==> src/verilog/lsu_consts.svh <==
`ifndef LSU_CONSTS_SVH
`define LSU_CONSTS_SVH

// Geometry of the byte-addressed data memory
`define MEM_BYTES   4096
`define MEM_WORDS   1024     // Four byte lanes per word
`define WORD_IDX_W  10       // log2 of MEM_WORDS

`endif
==> src/verilog/lsu_pkg.sv <==
`include "lsu_consts.svh"

package lsu_pkg;

    // Access size of a load or store
    typedef enum logic [1:0] {
        WIDTH_BYTE = 2'd0,
        WIDTH_HALF = 2'd1,
        WIDTH_WORD = 2'd2
    } mem_width_e;

    // Address split for the word-organized array
    typedef struct packed {
        logic [31-`WORD_IDX_W-2:0] upper;      // Ignored above the 4 KB window
        logic [`WORD_IDX_W-1:0]    word_idx;
        logic [1:0]                offset;     // Byte lane within the word
    } mem_addr_s;

    typedef union packed {
        logic [31:0] flat;                     // Plain byte address
        mem_addr_s   fields;
    } mem_addr_u;

    // RISC-V load funct3 codes whose first three also encode stores
    localparam logic [2:0] F3_LB  = 3'b000;
    localparam logic [2:0] F3_LH  = 3'b001;
    localparam logic [2:0] F3_LW  = 3'b010;
    localparam logic [2:0] F3_LBU = 3'b100;
    localparam logic [2:0] F3_LHU = 3'b101;

endpackage

==> src/verilog/mem_access_if.sv <==
`timescale 1ns/1ps
`include "lsu_consts.svh"

interface mem_access_if;
    import lsu_pkg::*;

    logic                   valid;      // Access strobe for this cycle
    logic [`WORD_IDX_W-1:0] word_idx;
    logic [3:0]             byte_en;    // All zero when faulted
    logic [1:0]             offset;
    mem_width_e             width;
    logic                   is_signed;
    logic                   fault;      // Misaligned or unused funct3

    modport dec (
        output valid, word_idx, byte_en, offset, width, is_signed, fault
    );

    modport mem (
        input valid, word_idx, byte_en, fault
    );

    modport res (
        input offset, width, is_signed, valid, fault
    );

endinterface

==> src/verilog/access_decode.sv <==
`timescale 1ns/1ps

module access_decode (
    input  logic [2:0]        funct3,
    input  lsu_pkg::mem_addr_u addr,
    input  logic              strobe,
    mem_access_if.dec         acc
);
    import lsu_pkg::*;

    mem_width_e width;
    logic       is_signed;
    logic       bad_code;
    logic       misaligned;
    logic       fault;
    logic [1:0] offset;

    assign offset = addr.fields.offset;

    // Size and sign from funct3 with store codes matching LB/LH/LW
    always_comb begin
        width     = WIDTH_WORD;
        is_signed = 1'b0;
        bad_code  = 1'b0;
        case (funct3)
            F3_LB: begin
                width     = WIDTH_BYTE;
                is_signed = 1'b1;
            end
            F3_LH: begin
                width     = WIDTH_HALF;
                is_signed = 1'b1;
            end
            F3_LW: begin
                width     = WIDTH_WORD;
                is_signed = 1'b1;
            end
            F3_LBU: width = WIDTH_BYTE;
            F3_LHU: width = WIDTH_HALF;
            default: bad_code = 1'b1;               // 011, 110, 111
        endcase
    end

    // No access may span two words
    assign misaligned = (width == WIDTH_HALF && offset[0]) ||
                        (width == WIDTH_WORD && offset != 2'b00);
    assign fault = bad_code | misaligned;

    always_comb begin
        case (width)
            WIDTH_BYTE: acc.byte_en = 4'b0001 << offset;
            WIDTH_HALF: acc.byte_en = 4'b0011 << offset;
            default:    acc.byte_en = 4'b1111;
        endcase
        if (fault) begin
            acc.byte_en = 4'b0000;                  // Faulted access touches no lane
        end
    end

    assign acc.valid     = strobe;
    assign acc.word_idx  = addr.fields.word_idx;  // Upper bits dropped so the address wraps
    assign acc.offset    = offset;
    assign acc.width     = width;
    assign acc.is_signed = is_signed;
    assign acc.fault     = fault;

endmodule

==> src/flat_wrapper.sv <==
// flat-port wrapper written by rule: the top's interface ports become plain ports
module access_decode_flat import lsu_pkg::*;
  (funct3, addr, strobe, acc_valid, acc_word_idx, acc_byte_en, acc_offset, acc_width, acc_is_signed, acc_fault);
  mem_access_if acc_i ();
  input  logic [2:0] funct3;
  input  lsu_pkg::mem_addr_u addr;
  input  logic strobe;
  output wire logic [$bits(acc_i.valid)-1:0] acc_valid;
  output wire logic [$bits(acc_i.word_idx)-1:0] acc_word_idx;
  output wire logic [$bits(acc_i.byte_en)-1:0] acc_byte_en;
  output wire logic [$bits(acc_i.offset)-1:0] acc_offset;
  output wire logic [$bits(acc_i.width)-1:0] acc_width;
  output wire logic [$bits(acc_i.is_signed)-1:0] acc_is_signed;
  output wire logic [$bits(acc_i.fault)-1:0] acc_fault;
  assign acc_valid = acc_i.valid;
  assign acc_word_idx = acc_i.word_idx;
  assign acc_byte_en = acc_i.byte_en;
  assign acc_offset = acc_i.offset;
  assign acc_width = acc_i.width;
  assign acc_is_signed = acc_i.is_signed;
  assign acc_fault = acc_i.fault;
  access_decode u_core (.funct3(funct3), .addr(addr), .strobe(strobe), .acc(acc_i));
endmodule
==> config.mk <==
export PLATFORM = sky130hd
export DESIGN_NAME = access_decode_flat
export DESIGN_NICKNAME = d
export VERILOG_FILES = /design/src/verilog/lsu_pkg.sv /design/src/verilog/mem_access_if.sv /design/src/verilog/access_decode.sv /design/src/flat_wrapper.sv
export VERILOG_INCLUDE_DIRS = /design/src /design/src/verilog
export SDC_FILE = /design/constraint.sdc
export NUM_CORES = 1
export LEC_CHECK = 0
export CAP_MARGIN = 5
export CORE_AREA = 5 5 42 44
export DETAILED_ROUTE_END_ITERATION = 8
export DIE_AREA = 0 0 47 49
export DONT_BUFFER_PORTS = 1
export PLACE_DENSITY_LB_ADDON = 0.12
export SLEW_MARGIN = 20
export SYNTH_ARGS = -nofsm -noshare
export SYNTH_HDL_FRONTEND = slang
export SYNTH_SLANG_ARGS = --single-unit
==> constraint.sdc <==
create_clock -name vclk -period 1
set_input_delay 0 -clock vclk [all_inputs]
set_output_delay 0 -clock vclk [all_outputs]
set_load 0.02 [all_outputs]
**Word-level counts from Yosys, hierarchy flattened**

Index checks and enable logic that the tools add are counted.
W data, S select, Z words.

- Input bits: 36
- Bits in registers: 0
- Output and inout bits: 21
- Logic and storage cells: 24

- Equality and inequality tests: 6
- Bitwise operators: 1
- Reduce and logical (&&, ||, !) cells: 10
- Mux-type cells: 5
- Shift operators: 2

Operators with widths:

| kind | count |
|---|---|
| $pmux W4 S2 | 1 |
| $eq A3 B3 Y1 const B | 2 |
| $reduce_or A5 Y1 | 1 |
| $mux W4 | 1 |
| $pmux W2 S2 | 1 |
| $reduce_or A2 Y1 | 2 |
| $shl A1 B2 Y4 const A | 1 |
| $shl A2 B2 Y4 const A | 1 |
| $eq A3 B1 Y1 const B | 1 |
| $eq A3 B2 Y1 const B | 1 |
| $logic_not A3 Y1 | 1 |
| $reduce_or A3 Y1 | 1 |
| $eq A2 B1 Y1 const B | 1 |
| $eq A2 B2 Y1 const B | 1 |
| $logic_and A1 B1 Y1 | 2 |
| $logic_not A2 Y1 | 1 |
| $mux W1 | 2 |
| $reduce_bool A2 Y1 | 1 |
| $logic_or A1 B1 Y1 | 1 |
| $or A1 B1 Y1 | 1 |

**Logic depth before layout (Yosys ltp)**

- Depth after elaboration: 8
- Gate-level depth with buffers: 3
- Gate-level depth less buffers: 2

**Worst setup path after synthesis**

Ideal clock, no wire load.

- Path kind: input to output
- Start: input port funct3[0]
- End: output port acc_byte_en[0]
- Stages: 3
- Slack: 0.256 ns
- Path buffers: 1
- Data arrival time: 0.744 ns
- Required time: 1.000 ns
- Cells stage by stage: buf_6 -> o21a_1 -> nor3_1

- Cells in the longest elaborated chain, start to end: 8
- Elaborated cells between the ends (all ways): 19
- Classes of those cells: 6 x eq/ne; 4 x mux; 1 x bitwise; 8 x reduce/logical

RTL lines:

| what | line | source |
|---|---|---|
| from (decl) | flat_wrapper.sv:5 | `input logic [2:0] funct3;` |
| $eq A3 B1 Y1, or another cell as far along | access_decode.sv:25 | `case (funct3)` |
| $reduce_or A2 Y1 (no source line) | -- |  |
| $pmux W2 S2 | access_decode.sv:25 |  |
| $eq A2 B1 Y1 / $eq A2 B2 Y1 (equally long branches) | access_decode.sv:45, access_decode.sv:50, access_decode.sv:46 |  |
| $logic_and A1 B1 Y1, on equally long branches | access_decode.sv:45, access_decode.sv:46 |  |
| $logic_or A1 B1 Y1 | access_decode.sv:45 | `assign misaligned = (width == WIDTH_HALF && offset[0]) \|\|` |
| $or A1 B1 Y1 | access_decode.sv:47 | `assign fault = bad_code \| misaligned;` |
| $mux W4 (*) | access_decode.sv:55 | `if (fault) begin` |
| to (decl) | flat_wrapper.sv:10 | `output wire logic [$bits(acc_i.byte_en)-1:0] acc_byte_en;` |

Mark *: on every way between the ends. The rest lies on a longest branch, timed or not.

**Final worst setup path**

- Start: input port funct3[0]
- End: output port acc_byte_en[2]

Same word-level chain as after synthesis.

==> out/metrics.cfg <==
[setup_path]
slowest_stage=nor4b_1
path_class=primary input to primary output
critical_path.top_delay_family=simple AND/OR/NAND/NOR gates
cp-end-kind=primary output
worst-path-max-fanout=7
cp.required_ns=1.00
critPathBufInv=0
max_stage_delay_ns=0.31
start_kind=primary input
cp.arrival_ns=0.58
path_cells=nor4b_1, o21ba_2

[sta]
drv_slew=0
grt_setup_unrepaired=no
worst_pin_slew_ns=0.445
maxSlewHeadroom=0.704
tns_ns=0
finalCritPeriodShare=0.579
setup_viol=0
hold_violations=0
post-route-min-period_ns=0.579
fmax_mhz=1730

[drt]
routedWlPerCell_um=15.7
drc_errors=0
viasPerCell=4.29
routed_wl_um=486
vias=133
drt-initial-drc-count=3
ant_nets=0
dr.pass1.iters=3

[cells_and_area]
multi_input_area_um2=111
n_clock_buffer=0
fin_util=0.0991
register_area_um2=0
nNetsFinal=53
seq_cell_count=0
drive_gt1_frac=0.333
nFillCells=168
area_growth_pct=-39.3
antenna-diode-count=0

[clocking]
postCtsSetupBuffers=0
holdBufCountCts=0
post_cts_resized=0

[global_route]
grt_pass1_wl_um=731
antenna_found_initial=0
overflow=0
grt_max_degree=11
grtUsageTotal=0.0407
grt_pass1_vias=131

[power_and_ir_drop]
vdd_drop_max_mv=0.0722
power_uw=56.4
power-per-cell-area_nw_per_um2=406
p_leak_nw=0.0394

[yosys]
synth.distinct_cells=14
ys.warnings.count=0
synth_area_um2=229
syn_nets=66
synth_cells=30
yosysSeqAreaShare=0
syn_avg_cell_area_um2=7.63

[hold_path]
holdPathStages=0
hp-class=primary input to primary output
hp-start=addr[1]
worst_hold_path.endpoint=acc_offset[1]

[die]
initial_utilization=0.163
core_area_um2=1400
dieArea_um2=2300
row_count=14
die_w_um=47
die_y_um=49
ios=57

[flow_run]
max_cap_viol_count=0

[placement]
gp_congestion=0.601
port_buffers=0
hpwl_um=429

[status]
outcome=complete, no violations

-- worst max path at each step --
stage               from        endpoint  slack, ns  depth (start not counted)
6_report       funct3[0]  acc_byte_en[2]       0.42                          2
5_1_grt        funct3[0]  acc_byte_en[3]       0.37                          2
4_1_cts        funct3[0]  acc_byte_en[1]       0.43                          2
3_5_place_dp   funct3[0]  acc_byte_en[1]       0.43                          2
3_3_place_gp   funct3[0]  acc_byte_en[2]       0.41                          2
2_1_floorplan  funct3[0]  acc_byte_en[0]       0.26                          3
-- logic make-up after synthesis --
group	synth area share
xor gates and xnor gates	0.0383
AOI/OAI and AO/OA	0.208
buffers and inverters	0.514
and+or+nand+nor	0.240
-- layout make-up --
cell class | instances | area share
multi-input combinational | 14 | 0.802
tap | 16 | 0.144
timing repair buffer | 1 | 0.0541
-- layer usage --
layer	vias to the layer above	global-route usage	wire (µm)
met5	-	0	0
met4	0	0	0
met3	0	0.0332	120
met2	18	0.0498	185
met1	57	0.0587	180
li1	58	-	-
-- layout by cell type (no fill, tap or decap) --
cell,netlist,final
nor2b_1,2,2
a21oi_1,2,2
nor2_1,2,2
a22o_2,2,2
nor4_4,1,1
nor4b_1,1,1
o21ba_2,1,1
xor2_1,1,1
o21a_1,1,1
nor3_1,1,1
buf_4,13,1
-- synthesized netlist by cell type --
library cell	instances	share of area
clkbuf_1	1	0.016
o21ba_2	1	0.044
a21oi_1	2	0.044
xor2_1	1	0.038
nor4b_1	1	0.038
buf_2	1	0.022
nor2_1	2	0.033
buf_6	1	0.049
buf_4	13	0.43
a22o_2	2	0.087
nor3_1	1	0.022
nor4_4	1	0.093
nor2b_1	2	0.055
o21a_1	1	0.033
-- report_power, final --
| part | internal [mW] | switching [mW] |
|---|---|---|
| Combinational | 0.0219 | 0.0345 |
| Sequential | 0 | 0 |
| Clock | 0 | 0 |
| Total | 0.0219 | 0.0345 |
-- stage by stage --
step | hold WS, ns | setup slack (ns) | cells | instance area [µm²]
floorplan | 0.0769 | 0.256 | 30 | 229
global placement | 0.000137 | 0.413 | 31 | 139
detailed placement | 0.000137 | 0.426 | 31 | 139
CTS | 0.000137 | 0.426 | 31 | 139
global route | 0.0000360 | 0.371 | 31 | 139
finish | 0.0000155 | 0.421 | 31 | 139
Power figures use the tool's default switching activity.
