--- src/verilog/lsu_consts.svh ---
`ifndef LSU_CONSTS_SVH
`define LSU_CONSTS_SVH

// Geometry of the byte-addressed data memory
`define MEM_BYTES   4096
`define MEM_WORDS   1024     // Four byte lanes per word
`define WORD_IDX_W  10       // log2 of MEM_WORDS

`endif
--- src/verilog/lsu_pkg.sv ---
`include "lsu_consts.svh"

package lsu_pkg;

    // Access size of a load or store
    typedef enum logic [1:0] {
        WIDTH_BYTE = 2'd0,
        WIDTH_HALF = 2'd1,
        WIDTH_WORD = 2'd2
    } mem_width_e;

    // Address split for the word-organized array
    typedef struct packed {
        logic [31-`WORD_IDX_W-2:0] upper;      // Ignored above the 4 KB window
        logic [`WORD_IDX_W-1:0]    word_idx;
        logic [1:0]                offset;     // Byte lane within the word
    } mem_addr_s;

    typedef union packed {
        logic [31:0] flat;                     // Plain byte address
        mem_addr_s   fields;
    } mem_addr_u;

    // RISC-V load funct3 codes whose first three also encode stores
    localparam logic [2:0] F3_LB  = 3'b000;
    localparam logic [2:0] F3_LH  = 3'b001;
    localparam logic [2:0] F3_LW  = 3'b010;
    localparam logic [2:0] F3_LBU = 3'b100;
    localparam logic [2:0] F3_LHU = 3'b101;

endpackage

--- src/verilog/mem_access_if.sv ---
`timescale 1ns/1ps
`include "lsu_consts.svh"

interface mem_access_if;
    import lsu_pkg::*;

    logic                   valid;      // Access strobe for this cycle
    logic [`WORD_IDX_W-1:0] word_idx;
    logic [3:0]             byte_en;    // All zero when faulted
    logic [1:0]             offset;
    mem_width_e             width;
    logic                   is_signed;
    logic                   fault;      // Misaligned or unused funct3

    modport dec (
        output valid, word_idx, byte_en, offset, width, is_signed, fault
    );

    modport mem (
        input valid, word_idx, byte_en, fault
    );

    modport res (
        input offset, width, is_signed, valid, fault
    );

endinterface

--- src/verilog/load_result.sv ---
`timescale 1ns/1ps

module load_result (
    input  logic        clk,
    input  logic        reset,
    mem_access_if.res   ls_acc,
    input  logic [31:0] ls_word,
    input  logic        ls_word_valid,
    mem_access_if.res   commit_acc,
    input  logic        commit_read,
    input  logic [31:0] commit_word,
    input  logic [31:0] commit_value,
    output logic [31:0] ls_data,
    output logic        ls_valid,
    output logic        ls_fault,
    output logic        commit_exception
);
    import lsu_pkg::*;

    logic [1:0]  ls_offset_q;
    mem_width_e  ls_width_q;
    logic        ls_signed_q;
    logic        ls_fault_q;
    logic [31:0] commit_load;
    logic        commit_check;

    // Byte/half select and extension of a raw word
    function automatic logic [31:0] format_load(
        input logic [31:0] word,
        input logic [1:0]  offset,
        input mem_width_e  width,
        input logic        is_signed,
        input logic        fault
    );
        logic [31:0] shifted;
        logic [31:0] result;
        shifted = word >> {offset, 3'b000};
        case (width)
            WIDTH_BYTE: result = {{24{is_signed & shifted[7]}}, shifted[7:0]};
            WIDTH_HALF: result = {{16{is_signed & shifted[15]}}, shifted[15:0]};
            default:    result = word;
        endcase
        if (fault) begin
            result = 32'd0;
        end
        return result;
    endfunction

    // Same edge as the array's word register
    always_ff @(posedge clk) begin
        if (reset) begin
            ls_fault_q <= 1'b0;
        end else begin
            ls_fault_q <= ls_acc.valid & ls_acc.fault;
        end
    end

    always_ff @(posedge clk) begin
        if (ls_acc.valid) begin
            ls_offset_q <= ls_acc.offset;
            ls_width_q  <= ls_acc.width;
            ls_signed_q <= ls_acc.is_signed;
        end
    end

    assign ls_valid = ls_word_valid;
    assign ls_fault = ls_fault_q;
    assign ls_data  = format_load(ls_word, ls_offset_q, ls_width_q, ls_signed_q, ls_fault_q);

    // Retired load must still match memory
    assign commit_check = commit_read & commit_acc.valid;
    assign commit_load  = format_load(commit_word, commit_acc.offset, commit_acc.width,
                                      commit_acc.is_signed, commit_acc.fault);
    assign commit_exception = commit_check &
                              (commit_acc.fault | (commit_load != commit_value));

    a_fault_needs_valid: assert property (
        @(posedge clk) disable iff (reset) ls_fault |-> ls_valid
    );

endmodule

--- src/flat_wrapper.sv ---
// flat-port wrapper written by rule: the top's interface ports become plain ports
module load_result_flat import lsu_pkg::*;
  (clk, reset, ls_word, ls_word_valid, commit_read, commit_word, commit_value, ls_data, ls_valid, ls_fault, commit_exception, ls_acc_offset, ls_acc_width, ls_acc_is_signed, ls_acc_valid, ls_acc_fault, commit_acc_offset, commit_acc_width, commit_acc_is_signed, commit_acc_valid, commit_acc_fault);
  mem_access_if ls_acc_i ();
  mem_access_if commit_acc_i ();
  input  logic clk;
  input  logic reset;
  input  logic [31:0] ls_word;
  input  logic ls_word_valid;
  input  logic commit_read;
  input  logic [31:0] commit_word;
  input  logic [31:0] commit_value;
  output logic [31:0] ls_data;
  output logic ls_valid;
  output logic ls_fault;
  output logic commit_exception;
  input wire logic [$bits(ls_acc_i.offset)-1:0] ls_acc_offset;
  input wire logic [$bits(ls_acc_i.width)-1:0] ls_acc_width;
  input wire logic [$bits(ls_acc_i.is_signed)-1:0] ls_acc_is_signed;
  input wire logic [$bits(ls_acc_i.valid)-1:0] ls_acc_valid;
  input wire logic [$bits(ls_acc_i.fault)-1:0] ls_acc_fault;
  input wire logic [$bits(commit_acc_i.offset)-1:0] commit_acc_offset;
  input wire logic [$bits(commit_acc_i.width)-1:0] commit_acc_width;
  input wire logic [$bits(commit_acc_i.is_signed)-1:0] commit_acc_is_signed;
  input wire logic [$bits(commit_acc_i.valid)-1:0] commit_acc_valid;
  input wire logic [$bits(commit_acc_i.fault)-1:0] commit_acc_fault;
  assign ls_acc_i.offset = ls_acc_offset;
  assign ls_acc_i.width = ls_acc_width;
  assign ls_acc_i.is_signed = ls_acc_is_signed;
  assign ls_acc_i.valid = ls_acc_valid;
  assign ls_acc_i.fault = ls_acc_fault;
  assign commit_acc_i.offset = commit_acc_offset;
  assign commit_acc_i.width = commit_acc_width;
  assign commit_acc_i.is_signed = commit_acc_is_signed;
  assign commit_acc_i.valid = commit_acc_valid;
  assign commit_acc_i.fault = commit_acc_fault;
  load_result u_core (.clk(clk), .reset(reset), .ls_acc(ls_acc_i), .ls_word(ls_word), .ls_word_valid(ls_word_valid), .commit_acc(commit_acc_i), .commit_read(commit_read), .commit_word(commit_word), .commit_value(commit_value), .ls_data(ls_data), .ls_valid(ls_valid), .ls_fault(ls_fault), .commit_exception(commit_exception));
endmodule
--- config.mk ---
export PLATFORM = sky130hd
export DESIGN_NAME = load_result_flat
export DESIGN_NICKNAME = d
export VERILOG_FILES = /design/src/verilog/lsu_pkg.sv /design/src/verilog/mem_access_if.sv /design/src/verilog/load_result.sv /design/src/flat_wrapper.sv
export VERILOG_INCLUDE_DIRS = /design/src /design/src/verilog
export SDC_FILE = /design/constraint.sdc
export NUM_CORES = 1
export LEC_CHECK = 0
export BUFFER_PORTS_ARGS = -buffer_cell sky130_fd_sc_hd__buf_2
export CAP_MARGIN = 40
export CORE_ASPECT_RATIO = 0.9
export CORE_MARGIN = 8
export CORE_UTILIZATION = 40
export CTS_BUF_LIST = sky130_fd_sc_hd__clkbuf_8
export DETAILED_ROUTE_END_ITERATION = 8
export PLACE_DENSITY = 0.82
export SLEW_MARGIN = 0
export SYNTH_ARGS = -nofsm -noshare
export SYNTH_HDL_FRONTEND = slang
export SYNTH_SLANG_ARGS = --single-unit
--- constraint.sdc ---
create_clock -name clk -period 5.5 [get_ports clk]
set_input_delay 0.825 -clock clk [delete_from_list [all_inputs] [get_ports clk]]
set_output_delay 0.825 -clock clk [all_outputs]
set_load 0.005 [all_outputs]
# Word-level counts from Yosys, hierarchy flattened

Cells that the tools add are included.

Equal/unequal tests: 3
Reductions and logical operators: 2
Bitwise operators: 8
Shift-type cells: 2
Muxes and demuxes: 4

Operator list:

| kind                                                            | number |
|---|---|
| 32-bit one-hot mux with 2 select lines                          | 2 |
| 32-bit 2-to-1 mux                                               | 2 |
| 32-bit by 5-bit right shift with 16-bit output                  | 2 |
| 32-bit inequality test                                          | 1 |
| 1-bit bitwise AND                                               | 7 |
| 2-bit by 1-bit == test with 1-bit output, second input constant | 2 |
| 2-bit logical NOT                                               | 2 |
| 1-bit bitwise OR                                                | 1 |

Register bits after elaboration: 6
Output and inout bits: 35
Bits of input ports: 114
Word-level logic and storage cells: 23

# Longest topological paths before layout

Gate-level depths: netlist (run 1).

Word-level depth: 7
Gate-level depth with buffers: 10
Mapped depth without buffers: 7

# Least setup slack after synthesis (run 1)

No wires, ideal clock.

Kind: input port to output port
From: input commit_acc_offset[0]
To: output commit_exception
Required time: 4.675 ns
Buffers on the path: 1
Stages on the path: 8
Arrival: 2.580 ns
Path slack: 2.095 ns
Path through: buf_6 -> mux4_2 -> a31oi_4 -> nor4_1 -> a2111oi_2 -> o2111ai_1 -> nor4_1 -> a21oi_1

Word-level cells in the longest chain between the ends: 7
Elaborated cells between the ends (all ways): 8
Those cells by class: eq/ne: 1; shift: 1; mux: 2; bitwise: 4

RTL lines:

| what                                               | line                                 | text |
|---|---|---|
| start: declaration                                 | flat_wrapper.sv:22                   | `input wire logic [$bits(commit_acc_i.offset)-1:0] commit_acc_offset;` |
| 32-bit by 5-bit right shift with 16-bit output (*) | load_result.sv:37                    | `shifted = word >> {offset, 3'b000};` |
| 1-bit bitwise AND, on equally long branches        | load_result.sv:39, load_result.sv:40 |  |
| 32-bit one-hot mux with 2 select lines (*)         | load_result.sv:38                    | `case (width)` |
| 32-bit 2-to-1 mux (*)                              | load_result.sv:43                    | `if (fault) begin` |
| 32-bit inequality test (*)                         | load_result.sv:75                    | `(commit_acc.fault \| (commit_load != commit_value));` |
| 1-bit bitwise OR (*)                               | load_result.sv:75                    |  |
| 1-bit bitwise AND (*)                              | load_result.sv:74                    | `assign commit_exception = commit_check &` |
| end: declaration                                   | flat_wrapper.sv:16                   | `output logic commit_exception;` |

Every way passes the cells marked *; elsewhere a longest branch is shown, timed or not.

# Final worst setup path (run 1)

From: input commit_acc_width[1]
To: output commit_exception

Word-level cells in the longest chain between the ends: 6
Elaborated cells between the ends (all ways): 7
Those cells by class: eq/ne: 2; mux: 2; bitwise: 2; reduce/logical: 1

RTL lines:

| what                                                                                 | line               | text |
|---|---|---|
| start: declaration                                                                   | flat_wrapper.sv:23 | `input wire logic [$bits(commit_acc_i.width)-1:0] commit_acc_width;` |
| 2-bit by 1-bit == test with 1-bit output / 2-bit logical NOT (equally long branches) | load_result.sv:38  |  |
| 32-bit one-hot mux with 2 select lines (*)                                           | load_result.sv:38  |  |
| 32-bit 2-to-1 mux (*)                                                                | load_result.sv:43  |  |
| 32-bit inequality test (*)                                                           | load_result.sv:75  |  |
| 1-bit bitwise OR (*)                                                                 | load_result.sv:75  |  |
| 1-bit bitwise AND (*)                                                                | load_result.sv:74  |  |

Marks and branches as above.

==> out/qor.csv, run 1 <==
stage;metric;value;unit
setup_path;arrival;3420;ps
power;intPower;0.222;mW
floorplan;die_h;90.8;µm
clock_tree;cts_hold_buf;0;
global_routing;grt_max_degree;36;
synth;yosysSeqAreaShare;0.0685;
sta;period_share;0.771;
setup_path;cp-start-kind;primary input;
clock_tree;htree_levels;1;
routing;drc;0;
global_routing;grt_pass1_wl;16800;µm
cells_and_area;areaGrowthSynthToFinish;29.7;%
cells_and_area;final_net_count;613;
sta;setup_tns;0;ps
global_routing;grt_pass1_vias;3416;
synth;synthCells;375;
setup_path;cpMaxStageDelayCell;or4_1;
synth;synth_cell_type_count;69;
synth;syn_avg_cell_area;6.63;µm²
outcome;status;finished, final reports clean;
power;ir_drop;0.181;mV
setup_path;cp-end-kind;output port;
global_routing;overflow;0;
setup_path;cpMostUsedCell;buf_2;
setup_path;endpoint;commit_exception;
synth;synth_ff_type;edfxtp_1;
global_routing;grt_usage;0.222;
sta;max_freq;0.236;GHz
clock_tree;cts_buffers;3;
floorplan;num_rows;27;
floorplan;die_area;8990;µm²
setup_path;crit_start;commit_acc_width[1];
power;clock_power_share;0.170;
power;p_comb_frac;0.667;
place;dp_hpwl;8550;µm
routing;dr.pass1.iters;5;
power;p_leak;1.56;nW
cells_and_area;drive_gt1_frac;0.323;
cells_and_area;diodes;0;
clock_tree;cts_tree;built;
floorplan;die_x;99.1;µm
place;port_buffers;146;
synth;synth-edff-count;5;
synth;syn-num-nets;489;
clock_tree;cts_root_buffer;clkbuf_8;
sta;hold_violations;0;
floorplan;io_pins;149;
synth;synthArstFlopShare;0;
sta;slew_violations;0;
setup_path;worstPathCellList;buf_2 -> inv_1 -> o21a_1 -> a22oi_1 -> o221ai_1 -> or4_1 -> nor4_1 -> a21oi_1 -> buf_2;
floorplan;start_util;0.409;
routing;avgRoutedWirePerCell;18.5;µm
floorplan;core;6080;µm²
setup_path;cp_slowest_stage_delay;550;ps
setup_path;critPathKind;primary input to output port;
clock_tree;path_clk_slew;30;ps
place;gp_congestion;1.02;
setup_path;worstPathRequired;4680;ps
sta;rsz0062_at_grt;no;
clock_tree;postCtsSetupRepairBufs;0;
cells_and_area;final_cell_mix;146 x buf_2, 39 x a21oi_1, 38 x inv_1, 31 x nand2_1;
synth;ys_ff_latch;6;
clock_tree;cts_sinks;6;
clock_tree;clockBufferDepth;2;
setup_path;cp_max_fo;35;
synth;yosys_warnings;0;
clock_tree;cts_resized;0;
routing;via_count;3532;
routing;postRouteAntennaNets;0;
routing;viasPerCell;6.20;
power;powerDensity;125;nW/µm²
place;place_inst;566;
global_routing;antenna_found_initial;0;
sta;worstMarginPinSlew;900;ps
power;seqPwrFrac;0.163;
synth;synth_area;2480;µm²
routing;drt-total-wl;10500;µm
routing;drt_iter0_markers;287;
power;switchingPower;0.180;mW
cells_and_area;final_common_cell;buf_2;
hold_path;hold_class;primary input to flip-flop;
cells_and_area;final_cells;570;
flow_run;cap_violations;0;
power;power.share.switching;0.448;
sta;setup_violations;0;
sta;slew_headroom;0.400;
sta;min_period;4240;ps
[stage by stage]
| stage | setup WS, ps | power (mW) | area (µm²) | util | hold WS, ps |
|---|---|---|---|---|---|
| 6_report | 1260 | 0.402 | 3220 | 0.530 | 758 |
| 5_1_grt | 1160 | 0.432 | 3220 | 0.530 | 755 |
| 4_1_cts | 1310 | 0.400 | 3220 | 0.530 | 756 |
| 3_5_place_dp | 1330 | 0.328 | 3180 | 0.523 | 991 |
| 3_3_place_gp | 1380 | 0.324 | 3180 | 0.523 | 980 |
| 2_1_floorplan | 2100 | 0.213 | 2480 | - | 897 |
[power by group through the flow]
stage / Combinational (mW) / Clock (mW) / Sequential, mW
CTS: 0.265 / 0.0698 / 0.0653
global route: 0.293 / 0.0727 / 0.0667
detailed placement: 0.263 / 0 / 0.0659
floorplan: 0.158 / 0 / 0.0553
finish: 0.268 / 0.0684 / 0.0656
global placement: 0.258 / 0 / 0.0655
[worst min path at each step]
| stage | from | endpoint | slack, ps | cells past startpoint |
|---|---|---|---|---|
| 6_report | reset | u_core.ls_fault$_SDFF_PP0_ | 760 | 2 |
| 5_1_grt | reset | u_core.ls_fault$_SDFF_PP0_ | 750 | 2 |
| 4_1_cts | reset | u_core.ls_fault$_SDFF_PP0_ | 760 | 2 |
| 3_5_place_dp | reset | u_core.ls_fault$_SDFF_PP0_ | 990 | 2 |
| 3_3_place_gp | reset | u_core.ls_fault$_SDFF_PP0_ | 980 | 2 |
| 2_1_floorplan | reset | u_core.ls_fault$_SDFF_PP0_ | 900 | 1 |
[routing by layer]
metal	global-route usage	wire length (µm)
met5	0	0
met4	0.0655	250
met3	0.0516	1050
met2	0.361	4970
met1	0.282	4250
[critical path: cells and delay by family]
family                 cells  cell delay (ps)
buffers and inverters      3              990
AND/OR/NAND/NOR            2              900
AO/OA/AOI/OAI              4              690
[cell usage after synthesis, types with 4 or more instances]
master / n / area (µm²)
a21oi_1: 39 / 195
inv_1: 37 / 139
nand2_1: 31 / 116
nor2_1: 23 / 86.3
o21ai_0: 23 / 115
mux2i_1: 22 / 220
clkbuf_1: 13 / 48.8
a211oi_1: 11 / 82.6
a22oi_1: 11 / 82.6
nand2b_1: 10 / 62.6
o2bb2ai_1: 10 / 87.6
nor2b_1: 8 / 50.1
nor4_1: 7 / 43.8
buf_2: 6 / 30.0
nand3_1: 6 / 30.0
o211ai_1: 6 / 45.0
a22o_1: 5 / 43.8
buf_1: 5 / 18.8
edfxtp_1: 5 / 150
nor3_1: 5 / 25.0
o22ai_1: 5 / 31.3
nand4_1: 4 / 25.0
nor4b_1: 4 / 35.0
nor4bb_1: 4 / 40.0
o2111ai_1: 4 / 35.0
[area by class of cell]
| type | count | area, µm² |
|---|---|---|
| fill | 615 | 2860 |
| multi-input combinational | 304 | 2040 |
| timing repair buffer | 146 | 731 |
| sequential | 6 | 170 |
| inverter | 38 | 143 |
| tap | 72 | 90.1 |
| clock buffer | 3 | 41.3 |
| clock inverter | 1 | 3.75 |
[flip-flops by register name, indices dropped and copies added (netlist names)]
register and count:
u_core.ls_width_q 2, u_core.ls_offset_q 2, u_core.ls_signed_q 1, u_core.ls_fault 1
[logic make-up after synthesis]
kind of cell	Yosys count	share of synthesized area
DFF	6	0.0685
AOI/OAI and AO/OA	151	0.425
buffers and inverters	65	0.109
muxes	27	0.116
xor gates and xnor gates	4	0.0141
and+or+nand+nor	122	0.267
No activity file was read; power rests on OpenSTA's default activity.
==> run 2, diff against run 1 <==
==> constraint.sdc (replaced) <==
create_clock -name clk -period 4.4 [get_ports clk]
set_input_delay 0.66 -clock clk [delete_from_list [all_inputs] [get_ports clk]]
set_output_delay 0.66 -clock clk [all_outputs]
set_load 0.005 [all_outputs]
==> run 2 against run 1 <==
Wire length decreased by 0.85%. Sequential power increased by 25%. Setup slack got worse by 760 ps. First-iteration DRC count increased by 10%. Via count decreased by 0.31%. Power increased by 25%. Sequential share of layout area about the same. Clock-buffer cell count unchanged. Combinational power increased by 25%. Global-route usage decreased by 0.36 points. Final cell count increased by 0.35%. Non-clock buffer count increased by 2.
==> out/qor.csv, run 2 (same netlist as run 1, synthesis figures left out) <==
stage;metric;value;unit;change
global_routing;overflow;0;;unchanged
floorplan;num_rows;27;;unchanged
global_routing;grt_pass1_wl;16600;µm;-1.1%
sta;slew_violations;0;;unchanged
place;place_inst;568;;+0.35%
sta;max_freq;0.257;GHz;
hold_path;holdPathStages;2;;unchanged
floorplan;die_x;99.1;µm;unchanged
clock_tree;clockBufferDepth;2;;unchanged
global_routing;grt_max_degree;30;;-17%
global_routing;grt_pass1_vias;3540;;+3.6%
place;gp_congestion;1.07;;+4.5%
power;p_comb_frac;0.666;;about the same
place;port_buffers;146;;unchanged
cells_and_area;areaGrowthSynthToFinish;30.3;%;
sta;slew_headroom;0.394;;-0.00540
clock_tree;cts_hold_buf;0;;unchanged
floorplan;core;6080;µm²;unchanged
power;powerDensity;155;nW/µm²;+25%
power;p_leak;1.57;nW;+0.62%
cells_and_area;final_net_count;615;;+0.33%
setup_path;cp-start-kind;primary input;;
sta;worstMarginPinSlew;908;ps;+8.10 ps
power;switchingPower;0.225;mW;+25%
cells_and_area;reg_top3;u_core.ls_offset_q: 2 flops, u_core.ls_width_q: 2 flops;;
setup_path;cp-end-kind;output port;;
sta;min_period;3900;ps;
sta;setup_tns;0;ps;unchanged
global_routing;antenna_found_initial;0;;unchanged
hold_path;hold_class;primary input to flip-flop;;
cells_and_area;drive_gt1_frac;0.326;;+0.00271
setup_path;cp_max_fo;28;;-20%
setup_path;critPathKind;primary input to output port;;
floorplan;io_pins;149;;unchanged
routing;drt_iter0_markers;316;;+10%
cells_and_area;final_cells;572;;+0.35%
clock_tree;path_clk_slew;30;ps;about the same
power;clock_power_share;0.171;;about the same
setup_path;worstPathCellList;buf_2 -> nor2b_1 -> a21oi_1 -> mux2i_1 -> o221ai_1 -> or4_1 -> nor4_1 -> a21oi_1 -> buf_2;;
clock_tree;cts_tree;built;;
setup_path;critPathTopFamily;simple AND/OR/NAND/NOR gates;;
cells_and_area;final_cell_mix;146 x buf_2, 39 x a21oi_1, 38 x inv_1, 31 x nand2_1;;
routing;via_count;3521;;-0.31%
routing;dr.pass1.iters;5;;unchanged
hold_path;whs_endpoint;u_core.ls_fault$_SDFF_PP0_;;
flow_run;cap_violations;0;;unchanged
power;ir_drop;0.214;mV;+18%
outcome;status;finished, final reports clean;;
global_routing;grt_usage;0.218;;-0.00356
power;seqPwrFrac;0.163;;about the same
sta;hold_violations;0;;unchanged
place;dp_hpwl;8540;µm;-0.13%
routing;viasPerCell;6.16;;-0.66%
clock_tree;cts_sinks;6;;unchanged
sta;setup_violations;0;;unchanged
clock_tree;cts_root_buffer;clkbuf_8;;
setup_path;cp_slowest_stage_delay;590;ps;+40 ps
cells_and_area;diodes;0;;unchanged
setup_path;worstPathRequired;3740;ps;-940 ps
cells_and_area;final_common_cell;buf_2;;
sta;period_share;0.886;;
setup_path;critPathBufInv;2;;-1
clock_tree;cts_buffers;3;;unchanged
floorplan;start_util;0.409;;unchanged
setup_path;worstSetupPathDepth;9;;unchanged
clock_tree;htree_levels;1;;unchanged
setup_path;cpMaxStageDelayCell;nor2b_1;;
routing;drt-total-wl;10400;µm;-0.85%
cells_and_area;utilization;0.533;;+0.00247
power;intPower;0.278;mW;+26%
clock_tree;cts_resized;0;;unchanged
clock_tree;postCtsSetupRepairBufs;0;;unchanged
floorplan;die_h;90.8;µm;unchanged
routing;drc;0;;unchanged
routing;postRouteAntennaNets;0;;unchanged
routing;avgRoutedWirePerCell;18.2;µm;-1.2%
power;power;0.503;mW;+25%
setup_path;arrival;3240;ps;-180 ps
power;power.share.switching;0.447;;-0.00114
floorplan;die_area;8990;µm²;unchanged
sta;rsz0062_at_grt;no;;
hold_path;worstHoldStart;reset;;
-- run 2: final cells by class --
cell class,instances,area (µm²)
fill,630,2840
sequential,6,170
clock inverter,1,3.75
clock buffer,3,41.3
tap,72,90.1
inverter,38,143
timing repair buffer,148,746
multi-input combinational,304,2040
-- run 2: through the flow --
| step | setup slack (ps) | hold WS [ps] | area, µm² |
|---|---|---|---|
| final | 502 | 592 | 3240 |
| after floorplan | 1330 | 732 | 2480 |
| after global routing | 392 | 592 | 3240 |
| after CTS | 532 | 591 | 3240 |
| after global placement | 641 | 815 | 3190 |
| after detailed placement | 536 | 819 | 3190 |
-- run 2: power groups by stage --
| stage | Sequential, mW | Combinational (mW) | Clock (mW) |
|---|---|---|---|
| 2_1_floorplan | 0.0692 | 0.197 | 0 |
| 3_3_place_gp | 0.0817 | 0.323 | 0 |
| 3_5_place_dp | 0.0823 | 0.329 | 0 |
| 4_1_cts | 0.0815 | 0.331 | 0.0872 |
| 5_1_grt | 0.0834 | 0.366 | 0.0922 |
| 6_report | 0.0820 | 0.335 | 0.0863 |
-- run 2: worst max path at each step --
| stage | from | slack (ps) | to |
|---|---|---|---|
| floorplan | commit_acc_offset[0] | 1330 | commit_exception |
| global placement | commit_acc_offset[0] | 640 | commit_exception |
| detailed placement | commit_acc_offset[0] | 540 | commit_exception |
| CTS | commit_acc_offset[0] | 530 | commit_exception |
| global route | commit_acc_offset[0] | 390 | commit_exception |
| finish | commit_acc_offset[0] | 500 | commit_exception |
-- run 2: per-layer routing --
metal | up-vias | part of all wire | global-route usage
met5 | - | 0 | 0
met4 | 0 | 0.028 | 0.0806
met3 | 26 | 0.10 | 0.0578
met2 | 193 | 0.47 | 0.372
met1 | 1620 | 0.40 | 0.254
li1 | 1682 | - | -
==> run 3, diff against run 2 <==
--- a/config.mk
+++ b/config.mk
@@ -6,14 +6,14 @@
 export SDC_FILE = /design/constraint.sdc
 export NUM_CORES = 1
 export LEC_CHECK = 0
-export BUFFER_PORTS_ARGS = -buffer_cell sky130_fd_sc_hd__buf_2
+export BUFFER_PORTS_ARGS = -buffer_cell sky130_fd_sc_hd__buf_4
 export CAP_MARGIN = 40
 export CORE_ASPECT_RATIO = 0.9
 export CORE_MARGIN = 8
 export CORE_UTILIZATION = 40
 export CTS_BUF_LIST = sky130_fd_sc_hd__clkbuf_8
 export DETAILED_ROUTE_END_ITERATION = 8
-export PLACE_DENSITY = 0.82
+export PLACE_DENSITY_LB_ADDON = 0.25
 export SLEW_MARGIN = 0
 export SYNTH_ARGS = -nofsm -noshare
 export SYNTH_HDL_FRONTEND = slang
==> run 3 against run 2 <==
Final area increased by 12%. Power grew 10%. Utilization up 6.1 points. Non-clock buffer count stayed put. Clock-buffer cell count is the same. Sequential share of layout area shrank 0.54 points. Critical endpoint unchanged. Largest cell class unchanged.
==> out/qor.csv, run 3 (same netlist as run 1, synthesis figures left out) <==
stage;metric;value;unit;change
sta;hold_violations;0;;unchanged
setup_path;worstPathCellList;buf_4 -> nor2b_1 -> a21oi_1 -> mux2i_1 -> o221ai_1 -> or4_1 -> nor4_1 -> a21oi_1 -> buf_4;;
cells_and_area;diodes;0;;unchanged
routing;drt_iter0_markers;304;;-3.8%
hold_path;hold_class;primary input to flip-flop;;
sta;period_share;0.877;;-0.00866
setup_path;cp-start-kind;primary input;;
power;power.share.switching;0.411;;-0.0359
hold_path;holdPathStages;2;;unchanged
sta;setup_violations;0;;unchanged
place;port_buffers;146;;unchanged
setup_path;worstPathRequired;3740;ps;about the same
sta;fin_ws;541;ps;+38.1 ps
floorplan;io_pins;149;;unchanged
setup_path;cpMaxStageDelayCell;nor2b_1;;
cells_and_area;drive_gt1_frac;0.326;;unchanged
place;dp_hpwl;8800;µm;+3.1%
sta;setup_tns;0;ps;unchanged
setup_path;arrival;3200;ps;-40 ps
place;postPlaceCellArea;3570;µm²;+12%
cells_and_area;areaGrowthSynthToFinish;45.3;%;
global_routing;grt_max_degree;36;;+20%
routing;postRouteAntennaNets;0;;unchanged
routing;drt-total-wl;10900;µm;+4.8%
sta;worstMarginPinSlew;686;ps;-222 ps
sta;slew_violations;0;;unchanged
sta;max_freq;0.259;GHz;+0.99%
setup_path;critPathBufInv;2;;unchanged
power;clock_power_share;0.152;;-0.019
setup_path;cp_slowest_stage_delay;570;ps;-20 ps
cells_and_area;final_common_cell;buf_4;;
floorplan;die_area;8990;µm²;unchanged
global_routing;grt_usage;0.225;;+0.00669
power;intPower;0.327;mW;+18%
power;ir_drop;0.135;mV;-37%
outcome;status;finished, final reports clean;;
clock_tree;cts_resized;0;;unchanged
cells_and_area;fillers;604;;-4.1%
floorplan;num_rows;27;;unchanged
cells_and_area;final_net_count;615;;unchanged
routing;viasPerCell;6.10;;-0.85%
floorplan;die_h;90.8;µm;unchanged
clock_tree;cts_buffers;3;;unchanged
clock_tree;cts_hold_buf;0;;unchanged
power;switchingPower;0.229;mW;+1.5%
clock_tree;cts_tree;built;;
sta;rsz0062_at_grt;no;;
setup_path;worstSetupPathDepth;9;;unchanged
global_routing;grt_pass1_wl;17100;µm;+3.0%
routing;via_count;3491;;-0.85%
cells_and_area;stdcell_area;3610;µm²;+12%
global_routing;antenna_found_initial;0;;unchanged
flow_run;cap_violations;0;;unchanged
routing;avgRoutedWirePerCell;19.1;µm;+4.8%
setup_path;cp-end-kind;output port;;
routing;dr.pass1.iters;7;;+2
floorplan;start_util;0.409;;unchanged
routing;drc;0;;unchanged
floorplan;core;6080;µm²;unchanged
clock_tree;clockBufferDepth;2;;unchanged
sta;min_period;3860;ps;-38.1 ps
clock_tree;cts_sinks;6;;unchanged
cells_and_area;reg_top3;u_core.ls_offset_q: 2 flops, u_core.ls_width_q: 2 flops;;
power;powerDensity;154;nW/µm²;-1.1%
power;p_leak;1.69;nW;+7.7%
setup_path;critPathTopFamily;simple AND/OR/NAND/NOR gates;;
setup_path;cp_max_fo;28;;unchanged
clock_tree;postCtsSetupRepairBufs;0;;unchanged
place;gp_congestion;0.946;;-11%
power;seqPwrFrac;0.139;;-0.024
cells_and_area;final_cell_mix;147 x buf_4, 39 x a21oi_1, 38 x inv_1, 31 x nand2_1;;
power;p_comb_frac;0.709;;+0.043
place;pre_cts_slack;569;ps;+33.5 ps
clock_tree;htree_levels;1;;unchanged
sta;slew_headroom;0.542;;+0.147
setup_path;critPathKind;primary input to output port;;
global_routing;grt_pass1_vias;3564;;+0.68%
clock_tree;path_clk_slew;30;ps;about the same
clock_tree;cts_root_buffer;clkbuf_8;;
floorplan;die_x;99.1;µm;unchanged
cells_and_area;utilization;0.594;;+0.0613
global_routing;overflow;0;;unchanged
==> run 3: cell type report <==
cell class	instances	area [µm²]	share of cell area
multi-input combinational	304	2040	0.566
timing repair buffer	148	1120	0.310
sequential	6	170	0.0471
inverter	38	143	0.0395
tap	72	90.1	0.0249
clock buffer	3	41.3	0.0114
clock inverter	1	3.75	0.00104
==> run 3: power by group through the flow <==
| stage | registers, mW | logic [mW] | clock network [mW] |
|---|---|---|---|
| after global placement | 0.0826 | 0.376 | 0 |
| after detailed placement | 0.0777 | 0.388 | 0 |
| after global routing | 0.0783 | 0.426 | 0.0926 |
| after floorplan | 0.0692 | 0.197 | 0 |
| after CTS | 0.0769 | 0.390 | 0.0865 |
| final | 0.0771 | 0.394 | 0.0845 |
==> run 3: per-layer routing <==
metal	share of wire	GRT usage	wire length, µm
met1	0.39	0.269	4310
met2	0.47	0.384	5150
met3	0.11	0.0616	1220
met4	0.022	0.0567	246
met5	0	0	0
==> run 3: path summary, 6_finish.rpt <==
kind / startpoint / endpoint / slack [ps]
worst max-delay path: commit_acc_offset[0] / commit_exception / 540
worst min-delay path: reset / u_core.ls_fault$_SDFF_PP0_ / 590
==> run 3: through the flow <==
| stage | total power, mW | hold slack (ps) | instances |
|---|---|---|---|
| 2_1_floorplan | 0.266 | 732 | 375 |
| 3_3_place_gp | 0.459 | 817 | 567 |
| 3_5_place_dp | 0.466 | 818 | 568 |
| 4_1_cts | 0.553 | 588 | 572 |
| 5_1_grt | 0.597 | 590 | 572 |
| 6_report | 0.556 | 592 | 572 |
